`config.mk`:
```
export PLATFORM = sky130hd
export DESIGN_NAME = vread_unit
export DESIGN_NICKNAME = d
export VERILOG_FILES = /design/src/hw/vread_bus_pkg.sv /design/src/hw/vread_cfg_pkg.sv /design/src/hw/vread_unit.sv /design/src/hw/pattern_addr_gen.sv /design/src/hw/burst_reader.sv
export SDC_FILE = /design/constraint.sdc
export NUM_CORES = 1
export LEC_CHECK = 0
export ABC_AREA = 1
export BUFFER_PORTS_ARGS = -buffer_cell sky130_fd_sc_hd__buf_2
export CORE_MARGIN = 2
export CORE_UTILIZATION = 53
export DETAILED_ROUTE_END_ITERATION = 8
export HOLD_SLACK_MARGIN = 0.03
export PLACE_DENSITY = 0.9
export SLEW_MARGIN = 40
export SYNTH_ARGS = -nofsm -noshare
export SYNTH_HDL_FRONTEND = slang
export SYNTH_HIERARCHICAL = 1
export SYNTH_SLANG_ARGS = --single-unit
```
`constraint.sdc`:
```
create_clock -name clk -period 2.9 [get_ports clk]
set_input_delay 0 -clock clk [delete_from_list [all_inputs] [get_ports clk]]
set_output_delay 0 -clock clk [all_outputs]
set_load 0.02 [all_outputs]
```
`src/hw/vread_bus_pkg.sv`:
```
`default_nettype none

package vread_bus_pkg;

   // external memory side of the read unit
   // byte address and bus word widths
   localparam int AXI_ADDR_W = 32;
   localparam int AXI_DATA_W = 32;

   // burst length field counted in bus words
   localparam int LEN_W = 16;

   // request held on the databus for a whole burst
   // addr is a byte address, len the number of words
   typedef struct packed {
      logic [AXI_ADDR_W-1:0] addr;
      logic [LEN_W-1:0]      len;
   } dbus_req_t;

endpackage

`default_nettype wire
```
`src/hw/vread_cfg_pkg.sv`:
```
`default_nettype none

package vread_cfg_pkg;

   import vread_bus_pkg::*;

   // top bit of the buffer word address is the bank when ping-pong is on
   localparam int ADDR_W = 10;
   localparam int DATA_W = 32;

   // generator counter widths
   localparam int PERIOD_W = 8;
   localparam int DELAY_W  = 8;

   // two-level output pattern
   typedef struct packed {
      logic [ADDR_W-1:0]   start;
      logic [ADDR_W-1:0]   incr;
      logic [ADDR_W-1:0]   shift;
      logic [ADDR_W-1:0]   incr2;
      logic [PERIOD_W-1:0] per;
      logic [PERIOD_W-1:0] duty;
      logic [ADDR_W-1:0]   iter;
      logic [ADDR_W-1:0]   iter2;
      logic [DELAY_W-1:0]  delay;
   } agen_cfg_t;

   // burst from external memory into the buffer
   typedef struct packed {
      logic [AXI_ADDR_W-1:0] ext_addr;
      logic [LEN_W-1:0]      length;
      logic                  enabled;
      logic                  ping_pong;
   } xfer_cfg_t;

   // one buffer write
   typedef struct packed {
      logic              en;
      logic [ADDR_W-1:0] addr;
      logic [DATA_W-1:0] data;
   } buf_wr_t;

   typedef enum logic [1:0] {
      IDLE,
      DELAY,
      RUN
   } agen_state_e;

endpackage

`default_nettype wire

```
`src/hw/vread_unit.sv`:
```
`timescale 1ns/1ps
`default_nettype none

module vread_unit (
   input  wire                                   clk,
   input  wire                                   rst,
   input  wire                                   run_i,
   input  wire vread_cfg_pkg::xfer_cfg_t         xfer_cfg_i,
   input  wire vread_cfg_pkg::agen_cfg_t         agen_cfg_i,
   output logic                                  done_o,

   output logic                                  dbus_valid_o,
   output vread_bus_pkg::dbus_req_t              dbus_req_o,
   input  wire                                   dbus_ready_i,
   input  wire [vread_bus_pkg::AXI_DATA_W-1:0]   dbus_rdata_i,
   input  wire                                   dbus_last_i,

   output logic                                  out_valid_o,
   output logic [vread_cfg_pkg::DATA_W-1:0]      out_data_o,

   output vread_cfg_pkg::buf_wr_t                buf_wr_o,
   output logic                                  rd_en_o,
   output logic [vread_cfg_pkg::ADDR_W-1:0]      rd_addr_o,
   input  wire [vread_cfg_pkg::DATA_W-1:0]       rd_data_i
);

   import vread_cfg_pkg::*;
   import vread_bus_pkg::*;

   logic              pp_state_q;
   logic              pp_on_q;
   logic              xfer_done_q;
   logic              stream_done_q;
   logic              out_valid_q;
   logic              xfer_start;
   logic              xfer_done;
   logic              gen_valid;
   logic [ADDR_W-1:0] gen_addr;
   logic              gen_done;

   assign xfer_start = run_i & xfer_cfg_i.enabled;

   // bank state flips per run with ping-pong, else parks at zero
   always_ff @(posedge clk or posedge rst) begin
      if (rst) begin
         pp_state_q <= 1'b0;
         pp_on_q    <= 1'b0;
      end else if (run_i) begin
         pp_state_q <= xfer_cfg_i.ping_pong ? ~pp_state_q : 1'b0;
         pp_on_q    <= xfer_cfg_i.ping_pong;
      end
   end

   // a disabled transfer counts as finished
   always_ff @(posedge clk or posedge rst) begin
      if (rst) begin
         xfer_done_q   <= 1'b1;
         stream_done_q <= 1'b1;
      end else if (run_i) begin
         xfer_done_q   <= ~xfer_cfg_i.enabled;
         stream_done_q <= 1'b0;
      end else begin
         if (xfer_done) begin
            xfer_done_q <= 1'b1;
         end
         if (gen_done) begin
            stream_done_q <= 1'b1;
         end
      end
   end

   assign done_o = xfer_done_q & stream_done_q;

   // fills the bank opposite to the one being read
   burst_reader u_reader (
      .clk          (clk),
      .rst          (rst),
      .start_i      (xfer_start),
      .xfer_cfg_i   (xfer_cfg_i),
      .fill_bank_i  (~pp_state_q),
      .dbus_valid_o (dbus_valid_o),
      .dbus_req_o   (dbus_req_o),
      .dbus_ready_i (dbus_ready_i),
      .dbus_rdata_i (dbus_rdata_i),
      .dbus_last_i  (dbus_last_i),
      .buf_wr_o     (buf_wr_o),
      .done_o       (xfer_done)
   );

   pattern_addr_gen u_agen (
      .clk     (clk),
      .rst     (rst),
      .run_i   (run_i),
      .cfg_i   (agen_cfg_i),
      .valid_o (gen_valid),
      .addr_o  (gen_addr),
      .done_o  (gen_done)
   );

   // read side uses the bank given by the state
   assign rd_en_o   = gen_valid;
   assign rd_addr_o = pp_on_q ? {pp_state_q, gen_addr[ADDR_W-2:0]} : gen_addr;

   // strobe follows the registered buffer read
   always_ff @(posedge clk or posedge rst) begin
      if (rst) begin
         out_valid_q <= 1'b0;
      end else begin
         out_valid_q <= gen_valid;
      end
   end

   assign out_valid_o = out_valid_q;
   assign out_data_o  = rd_data_i;

endmodule

`default_nettype wire

```
`src/hw/pattern_addr_gen.sv`:
```
`timescale 1ns/1ps
`default_nettype none

module pattern_addr_gen (
   input  wire                                clk,
   input  wire                                rst,
   input  wire                                run_i,
   input  wire vread_cfg_pkg::agen_cfg_t      cfg_i,
   output logic                               valid_o,
   output logic [vread_cfg_pkg::ADDR_W-1:0]   addr_o,
   output logic                               done_o
);

   import vread_cfg_pkg::*;

   agen_state_e         state_q;
   agen_cfg_t           cfg_q;
   agen_cfg_t           cur_cfg;
   logic [DELAY_W-1:0]  delay_cnt_q;
   logic [PERIOD_W-1:0] per_cnt_q;
   logic [ADDR_W-1:0]   iter_cnt_q;
   logic [ADDR_W-1:0]   iter2_cnt_q;
   logic [ADDR_W-1:0]   base_i_q;
   logic [ADDR_W-1:0]   base_j_q;
   logic [ADDR_W-1:0]   addr_q;
   logic                done_q;
   logic                start_now;
   logic                empty;
   logic                last_p;
   logic                last_i;
   logic                last_j;
   logic [ADDR_W-1:0]   next_inner;
   logic [ADDR_W-1:0]   next_outer;

   always_ff @(posedge clk) begin
      if (run_i) begin
         cfg_q <= cfg_i;
      end
   end

   // on the run cycle itself the live config is the valid one
   assign cur_cfg = run_i ? cfg_i : cfg_q;
   assign empty   = (cur_cfg.iter == '0) || (cur_cfg.iter2 == '0) || (cur_cfg.per == '0);

   // zero delay starts straight away, otherwise after delay cycles in DELAY
   assign start_now = (run_i && cfg_i.delay == '0) ||
                      (!run_i && state_q == DELAY && delay_cnt_q == 1);

   assign last_p = per_cnt_q == cfg_q.per - 1'b1;
   assign last_i = iter_cnt_q == cfg_q.iter - 1'b1;
   assign last_j = iter2_cnt_q == cfg_q.iter2 - 1'b1;

   assign next_inner = base_i_q + cfg_q.shift;
   assign next_outer = base_j_q + cfg_q.incr2;

   always_ff @(posedge clk or posedge rst) begin
      if (rst) begin
         state_q     <= IDLE;
         delay_cnt_q <= '0;
         per_cnt_q   <= '0;
         iter_cnt_q  <= '0;
         iter2_cnt_q <= '0;
         base_i_q    <= '0;
         base_j_q    <= '0;
         addr_q      <= '0;
         done_q      <= 1'b0;
      end else begin
         done_q <= 1'b0;
         if (start_now) begin
            per_cnt_q   <= '0;
            iter_cnt_q  <= '0;
            iter2_cnt_q <= '0;
            base_i_q    <= cur_cfg.start;
            base_j_q    <= cur_cfg.start;
            addr_q      <= cur_cfg.start;
            if (empty) begin
               state_q <= IDLE;
               done_q  <= 1'b1;
            end else begin
               state_q <= RUN;
            end
         end else if (run_i) begin
            state_q     <= DELAY;
            delay_cnt_q <= cfg_i.delay;
         end else begin
            case (state_q)
               DELAY: delay_cnt_q <= delay_cnt_q - 1'b1;
               RUN: begin
                  if (!last_p) begin
                     per_cnt_q <= per_cnt_q + 1'b1;
                     addr_q    <= addr_q + cfg_q.incr;
                  end else begin
                     per_cnt_q <= '0;
                     if (!last_i) begin
                        // next period of the inner loop
                        iter_cnt_q <= iter_cnt_q + 1'b1;
                        base_i_q   <= next_inner;
                        addr_q     <= next_inner;
                     end else begin
                        iter_cnt_q <= '0;
                        if (!last_j) begin
                           iter2_cnt_q <= iter2_cnt_q + 1'b1;
                           base_j_q    <= next_outer;
                           base_i_q    <= next_outer;
                           addr_q      <= next_outer;
                        end else begin
                           state_q <= IDLE;
                           done_q  <= 1'b1;
                        end
                     end
                  end
               end
               default: ;
            endcase
         end
      end
   end

   // duty cycle gate on the period counter
   assign valid_o = (state_q == RUN) && (per_cnt_q < cfg_q.duty);
   assign addr_o  = addr_q;
   assign done_o  = done_q;

endmodule

`default_nettype wire

```
`src/hw/burst_reader.sv`:
```
`timescale 1ns/1ps
`default_nettype none

module burst_reader (
   input  wire                                   clk,
   input  wire                                   rst,
   input  wire                                   start_i,
   input  wire vread_cfg_pkg::xfer_cfg_t         xfer_cfg_i,
   input  wire                                   fill_bank_i,

   output logic                                  dbus_valid_o,
   output vread_bus_pkg::dbus_req_t              dbus_req_o,
   input  wire                                   dbus_ready_i,
   input  wire [vread_bus_pkg::AXI_DATA_W-1:0]   dbus_rdata_i,
   input  wire                                   dbus_last_i,

   output vread_cfg_pkg::buf_wr_t                buf_wr_o,
   output logic                                  done_o
);

   import vread_cfg_pkg::*;
   import vread_bus_pkg::*;

   logic              valid_q;
   dbus_req_t         req_q;
   logic              pp_q;
   logic [ADDR_W-1:0] fill_addr_q;
   logic              beat;
   logic [ADDR_W-1:0] wr_addr;

   // request is captured at start and held for the whole burst
   always_ff @(posedge clk) begin
      if (start_i) begin
         req_q.addr <= xfer_cfg_i.ext_addr;
         req_q.len  <= xfer_cfg_i.length;
         pp_q       <= xfer_cfg_i.ping_pong;
      end
   end

   // valid stays up until the last beat is taken
   always_ff @(posedge clk or posedge rst) begin
      if (rst) begin
         valid_q     <= 1'b0;
         fill_addr_q <= '0;
      end else if (start_i) begin
         valid_q     <= 1'b1;
         fill_addr_q <= '0;
      end else if (beat) begin
         fill_addr_q <= fill_addr_q + 1'b1;
         if (dbus_last_i) begin
            valid_q <= 1'b0;
         end
      end
   end

   // one word per accepted beat
   assign beat = valid_q & dbus_ready_i;

   // bank bit of the fill address swapped in for ping-pong
   always_comb begin
      wr_addr = fill_addr_q;
      if (pp_q) begin
         wr_addr[ADDR_W-1] = fill_bank_i;
      end
   end

   assign dbus_valid_o = valid_q;
   assign dbus_req_o   = req_q;

   assign buf_wr_o.en   = beat;
   assign buf_wr_o.addr = wr_addr;
   assign buf_wr_o.data = dbus_rdata_i;

   // pulse in the cycle the last word is accepted
   assign done_o = beat & dbus_last_i;

endmodule

`default_nettype wire

```
# After elaboration in Yosys (flattened, before gate mapping)
# Cells that the tools add are included.
word_totals:
  ff_bits: 218
  in_bits: 203
  output_inout_bits: 137
  elab_cells: 148
classes:
  n_addsub: 11
  n_lt_le_gt_ge: 1
  eq_ne: 10
  muxes: 59
  bitwise: 7
  n_reduce_logical: 32
op_table:
  columns: ["operator", "count"]
  rows:
  - ["2-to-1 mux 10 bit", 29]
  - ["2-to-1 mux 84 bit", 1]
  - ["2-to-1 mux 8 bit", 6]
  - ["adder 10 x 1 -> 10 bit, second input constant", 3]
  - ["adder 10 bit", 3]
  - ["== test 10 bit", 2]
  - ["zero test 10 bit", 2]
  - ["subtractor 10 x 1 -> 10 bit, second input constant", 2]
  - ["zero test 8 bit", 2]
  - ["2-to-1 mux 1 bit", 16]
  - ["nonzero test 2 bit", 8]
  - ["subtractor 8 x 1 -> 8 bit, second input constant", 2]
  - ["2-to-1 mux 2 bit", 7]
  - ["nonzero test 3 bit", 4]
  - ["adder 8 x 1 -> 8 bit, second input constant", 1]
  - ["== test 8 x 1 -> 1 bit, second input constant", 1]
  - ["== test 8 bit", 1]
  - ["less-than comparator 8 bit", 1]
  - ["AND reduction 4 bit", 2]
  - ["AND reduction 2 bit", 3]
  - ["AND reduction 3 bit", 2]
  - ["AND reduction 5 bit", 1]
  - ["bitwise AND 1 bit", 4]
  - ["logical AND 1 bit", 4]
  - ["8 further kinds", 13]

# Logic depth before layout (Yosys ltp)
logic_depth:
  word_depth: 8
  depth_mapped: 18

# Modules after synthesis
# Netlist, hierarchy kept.
modules_own_cells:
  columns: ["mod", "instances", "cells_each", "area_per_inst_um2", "seq_area_each_um2"]
  rows:
  - ["pattern_addr_gen", 1, 1238, 9207.6, 3628.5]
  - ["burst_reader", 1, 172, 2416.1, 1746.7]
  - ["vread_unit", 1, 57, 450.4, 127.6]

# Worst setup path after synthesis
# Ideal clock, no wire load.
synth_path:
  path_type: "reg2reg"
  startpoint: "reg u_agen.addr_q[0] (netlist: u_agen/addr_o[0])"
  endpoint: "reg u_agen.addr_q[6] (netlist: u_agen/addr_o[6])"
  setup_ns: 0.116
  t_arrival_ns: 1.975
  setup_slack_ns: 0.808
  path_stages_with_launch: 13
  n_path_buf: 0
  cell_sequence: "dfrtp_1 > ha_1 > inv_1 > fa_1 > o21ai_0 > nand2_1 > nand2_1 > a21oi_1 > xor2_1 > nand2_1 > nand3_1 > nand2_1 > nand2_1"
synth_between:
  elab_chain_cells: 5
synth_rtl:
  columns: ["element", "line", "text"]
  rows:
  - ["start: declaration", "pattern_addr_gen.sv:25", "logic [ADDR_W-1:0] addr_q;"]
  - ["start signal: assignment", "pattern_addr_gen.sv:75", "addr_q <= cur_cfg.start;"]
  - ["start signal: assignment", "pattern_addr_gen.sv:91", "addr_q <= addr_q + cfg_q.incr;"]
  - ["start signal: assignment", "pattern_addr_gen.sv:98", "addr_q <= next_inner;"]
  - ["adder 10 bit", "pattern_addr_gen.sv:91", null]
  - ["2-to-1 mux 10 bit", "pattern_addr_gen.sv:89", "if (!last_p) begin"]
  - ["2-to-1 mux 10 bit", "pattern_addr_gen.sv:86", "case (state_q)"]
  - ["2-to-1 mux 10 bit", "pattern_addr_gen.sv:82", "end else if (run_i) begin"]
  - ["2-to-1 mux 10 bit", "pattern_addr_gen.sv:69", "if (start_now) begin"]
# No other way between the ends. The select of a mux whose other input is x is not followed.
# A chain may end at the register's enable or synchronous reset.

# Worst setup path in the final report
layout_path:
  startpoint: "reg u_agen.per_cnt_q[1]"
  endpoint: "out rd_en_o"
layout_between:
  elab_chain_cells: 2
layout_rtl:
  columns: ["element", "line", "text"]
  rows:
  - ["start: declaration", "pattern_addr_gen.sv:20", "logic [PERIOD_W-1:0] per_cnt_q;"]
  - ["start signal: assignment", "pattern_addr_gen.sv:90", "per_cnt_q <= per_cnt_q + 1'b1;"]
  - ["less-than comparator 8 bit", "pattern_addr_gen.sv:120", "assign valid_o = (state_q == RUN) && (per_cnt_q < cfg_q.duty);"]
  - ["logical AND 1 bit", "pattern_addr_gen.sv:120", null]
  - ["end: declaration", "vread_unit.sv:22", "output logic rd_en_o,"]
# No other way between the ends.

==> results.yml <==
drt:
  drtIter0Drc: 1069
  dr_total_vias: 11640
  avgRoutedWirePerCell_um: 18.28
  first_pass_iters: 5
  m1WireLength_um: 13740
  viasPerCell: 5.482
  postRouteWirelength_um: 38830
  wl_met3_um: 3399
  ant_nets: 0
  wl_met2_um: 19100
  route.detailed.drc: 0
  top_layer: "met5"
setup_path:
  reg2reg_to: "u_agen/iter2_cnt_q[0]"
  crit_path_max_fanout: 4
  reg2reg_depth: 13
  r2r_setup_slack_ns: 0.33
  crit_type: "reg -> out"
  cp-end-kind: "output pin"
  cp.arrival_ns: 2.63
  timing.rr.start: "u_agen/cfg_q[36]"
  required_ns: 2.90
  critPathLaunchType: "flip-flop"
pwr:
  p_int_mw: 5.667
  p_comb_share_pct: 20.8
  swShare_pct: 29.85
  clock_power_share_pct: 35.5
  p_leak_nw: 7.688
  p_switching_mw: 2.411
  power.density_mw_per_mm2: 515.8
  seqPwrFrac_pct: 43.7
  ir_drop_mv: 0.4663
placement:
  dpl_worst_slack_ns: 0.3604
  dp_hpwl_um: 25400
  gp_congestion: 0.9331
  portBuffers: 211
logic_synthesis:
  synth-seq-area-share_pct: 45.58
  synth.net_count: 1716
  ys_seq_elements: 210
  synth_area_mm2: 0.01207
  synthCells: 1467
  avgSynthCellArea_um2: 8.230
  yosysWarnings: 6
  ys_types: 52
clock_tree:
  cts_buffers: 23
  cts_tree: "done"
  cts_setup_buffers: 0
  clkLatencyLatePin_ns: 0.52
  clkSinkCount: 210
  post_cts_resized: 0
  clkTransAtPathRegs_ns: 0.06
  root_buffer: "clkbuf_16"
  clock_path_buffers: 3
  cts_htree_levels: 1
timing:
  worstMarginPinSlew_ns: 0.7606
  tns_ns: 0
  fin_skew_ns: 0.01558
  setup_viol: 0
  slew_headroom_pct: 48.95
  fmax_ghz: 0.3802
  rsz0062_at_grt: "false"
  fin_ws_ns: 0.2696
  hold_violations: 0
  finalCritPeriodShare_pct: 90.70
  period_needed_ns: 2.630
  maxSlewViolCount: 0
finish:
  fill_cells: 1655
  drive_gt1_share_pct: 17.71
  regArea_mm2: 0.005503
  nets: 2068
  area_growth_pct: 29.70
  multi_input_area_mm2: 0.005236
die:
  start_util_pct: 53.66
  die_w_um: 154.9
  rows: 55
  core_area_mm2: 0.02250
  io_pins: 340
  fp.dieH_um: 154.9
  die_area_mm2: 0.02400
grt:
  grt_use_total_pct: 31.72
  grt_pass1_vias: 11420
  grt_overflow: 0
  antenna_found_initial: 6
  grt_max_degree: 51
  grt_pass1_wl_um: 59380
flow_run:
  cap_viol_max_count: 0
status:
  status: "finished clean"
hold_path:
  hold_class: "in -> async"
metrics by stage:
step	hold slack (ns)	cells	area [µm²]	util, %	power [mW]
after global placement	-0.03157	1870	12830	57.03	4.837
after CTS	0.08693	2120	15650	69.54	8.015
after floorplan	-0.2229	1467	12070	-	4.566
final	0.09910	2124	15660	69.59	8.078
after global routing	0.1257	2122	15660	69.57	8.413
after detailed placement	-0.03777	1870	12830	57.03	4.891
critical path, stage by stage (launching register included):
cell	delay (ns)
dfrtp_1	0.43
ha_1	0.29
a21boi_0	0.12
o211ai_1	0.16
nand2_1	0.07
nand3_1	0.07
nand2_1	0.06
a311oi_1	0.61
buf_2	0.31
sequential cells by signal (all words and copies together), names as in the netlist:
signal	count
u_agen/per_cnt_q	8
u_agen/done_o	1
u_agen/base_j_q	10
u_agen/state_q	2
u_reader/dbus_valid_o	1
xfer_done_q	1
u_agen/addr_o	10
u_agen/iter2_cnt_q	10
u_agen/iter_cnt_q	10
u_reader/fill_addr_q	10
out_valid_o	1
stream_done_q	1
pp_on_q	1
u_agen/delay_cnt_q	8
pp_state_q	1
u_agen/cfg_q	76
u_agen/base_i_q	10
u_reader/dbus_req_o	48
u_reader/pp_q	1
metal layers:
| metal | track usage, % | vias up |
|---|---|---|
| li1 | - | 5403 |
| met1 | 35.17 | 5388 |
| met2 | 55.51 | 684 |
| met3 | 7.827 | 166 |
| met4 | 18.39 | 2 |
| met5 | 0 | - |
cell type report:
type / instances / area share (%)
inverters: 159 / 3.819
repair buffers: 431 / 20.65
diodes: 4 / 0.06392
clock buffers: 32 / 4.155
clock inverters: 9 / 0.4634
well taps: 285 / 2.277
multi-input cells: 994 / 33.44
flip-flops and latches: 210 / 35.14
synth_stat cells, drive strengths merged:
master | n | area (µm²)
a22o | 1 | 8.760
fa | 3 | 60.06
nor2 | 105 | 495.5
inv | 159 | 596.8
clkbuf | 12 | 55.05
xor2 | 28 | 252.8
edfxtp | 87 | 2613
a31oi | 4 | 25.02
o311ai | 1 | 8.760
nand3b | 4 | 30.03
o41ai | 1 | 8.760
buf | 92 | 683.2
mux2 | 1 | 11.26
nand2 | 467 | 1793
xnor2 | 22 | 192.7
ha | 43 | 538.0
o22ai | 1 | 6.260
nand3 | 108 | 578.1
nor4 | 9 | 62.56
nor3 | 21 | 105.1
a22oi | 1 | 7.510
a311oi | 1 | 8.760
nor3b | 6 | 45.04
o211ai | 3 | 22.52
nand4 | 15 | 93.84
xnor3 | 1 | 22.52
dfxtp | 38 | 760.7
or2 | 7 | 43.80
a21o | 4 | 30.03
dfrtp | 83 | 2077
a21boi | 4 | 30.03
o21ai | 98 | 573.1
a21oi | 32 | 160.2
o21a | 3 | 22.52
dfstp | 2 | 52.55
cells by family after synthesis:
group | synth area share, %
AO/OA/AOI/OAI | 7.554
AND/OR/NAND/NOR | 26.89
flip-flops | 45.58
XOR/XNOR | 3.876
multiplexers | 0.09326
buffers and inverters | 11.06
adder cells (fa/ha/maj) | 4.953
what timing repair did:
action | in CTS | in global routing
endpoints found under the hold margin | 274 | 0
setup endpoints to repair | 0 | 0
hold buffers | 209 | 0
cell usage in the layout, fill, tap and decap left out, types with 38 or more instances in the layout:
cell / count
dfxtp_1: 38
edfxtp_1: 87
o21ai_0: 76
ha_1: 43
nor2_1: 86
dfrtp_1: 83
dlygate4sd3_1: 209
nand2_1: 457
buf_2: 210
inv_1: 154
nand3_1: 102
power groups by stage:
stage               logic (mW)  clock network [mW]  registers, mW
finish                    1.68                2.87           3.53
global route              1.85                3.02           3.55
CTS                       1.62                2.88           3.51
detailed placement        1.32                   0           3.57
global placement          1.27                   0           3.56
floorplan                0.969                   0           3.60
worst max-delay path by stage:
| stage | startpoint | endpoint | slack [ns] | depth (start not counted) |
|---|---|---|---|---|
| finish | u_agen/per_cnt_q[1] | rd_en_o | 0.27 | 8 |
| global route | u_agen/cfg_q[8] | u_agen/addr_o[2] | 0.06 | 16 |
| CTS | u_agen/per_cnt_q[1] | rd_en_o | 0.28 | 8 |
| detailed placement | u_agen/cfg_q[36] | u_agen/iter2_cnt_q[0] | 0.36 | 13 |
| global placement | u_agen/cfg_q[36] | u_agen/iter2_cnt_q[1] | 0.48 | 13 |
| floorplan | u_agen/addr_o[0] | u_agen/addr_o[6] | 0.81 | 12 |
No activity file was read; power rests on OpenSTA's default activity.
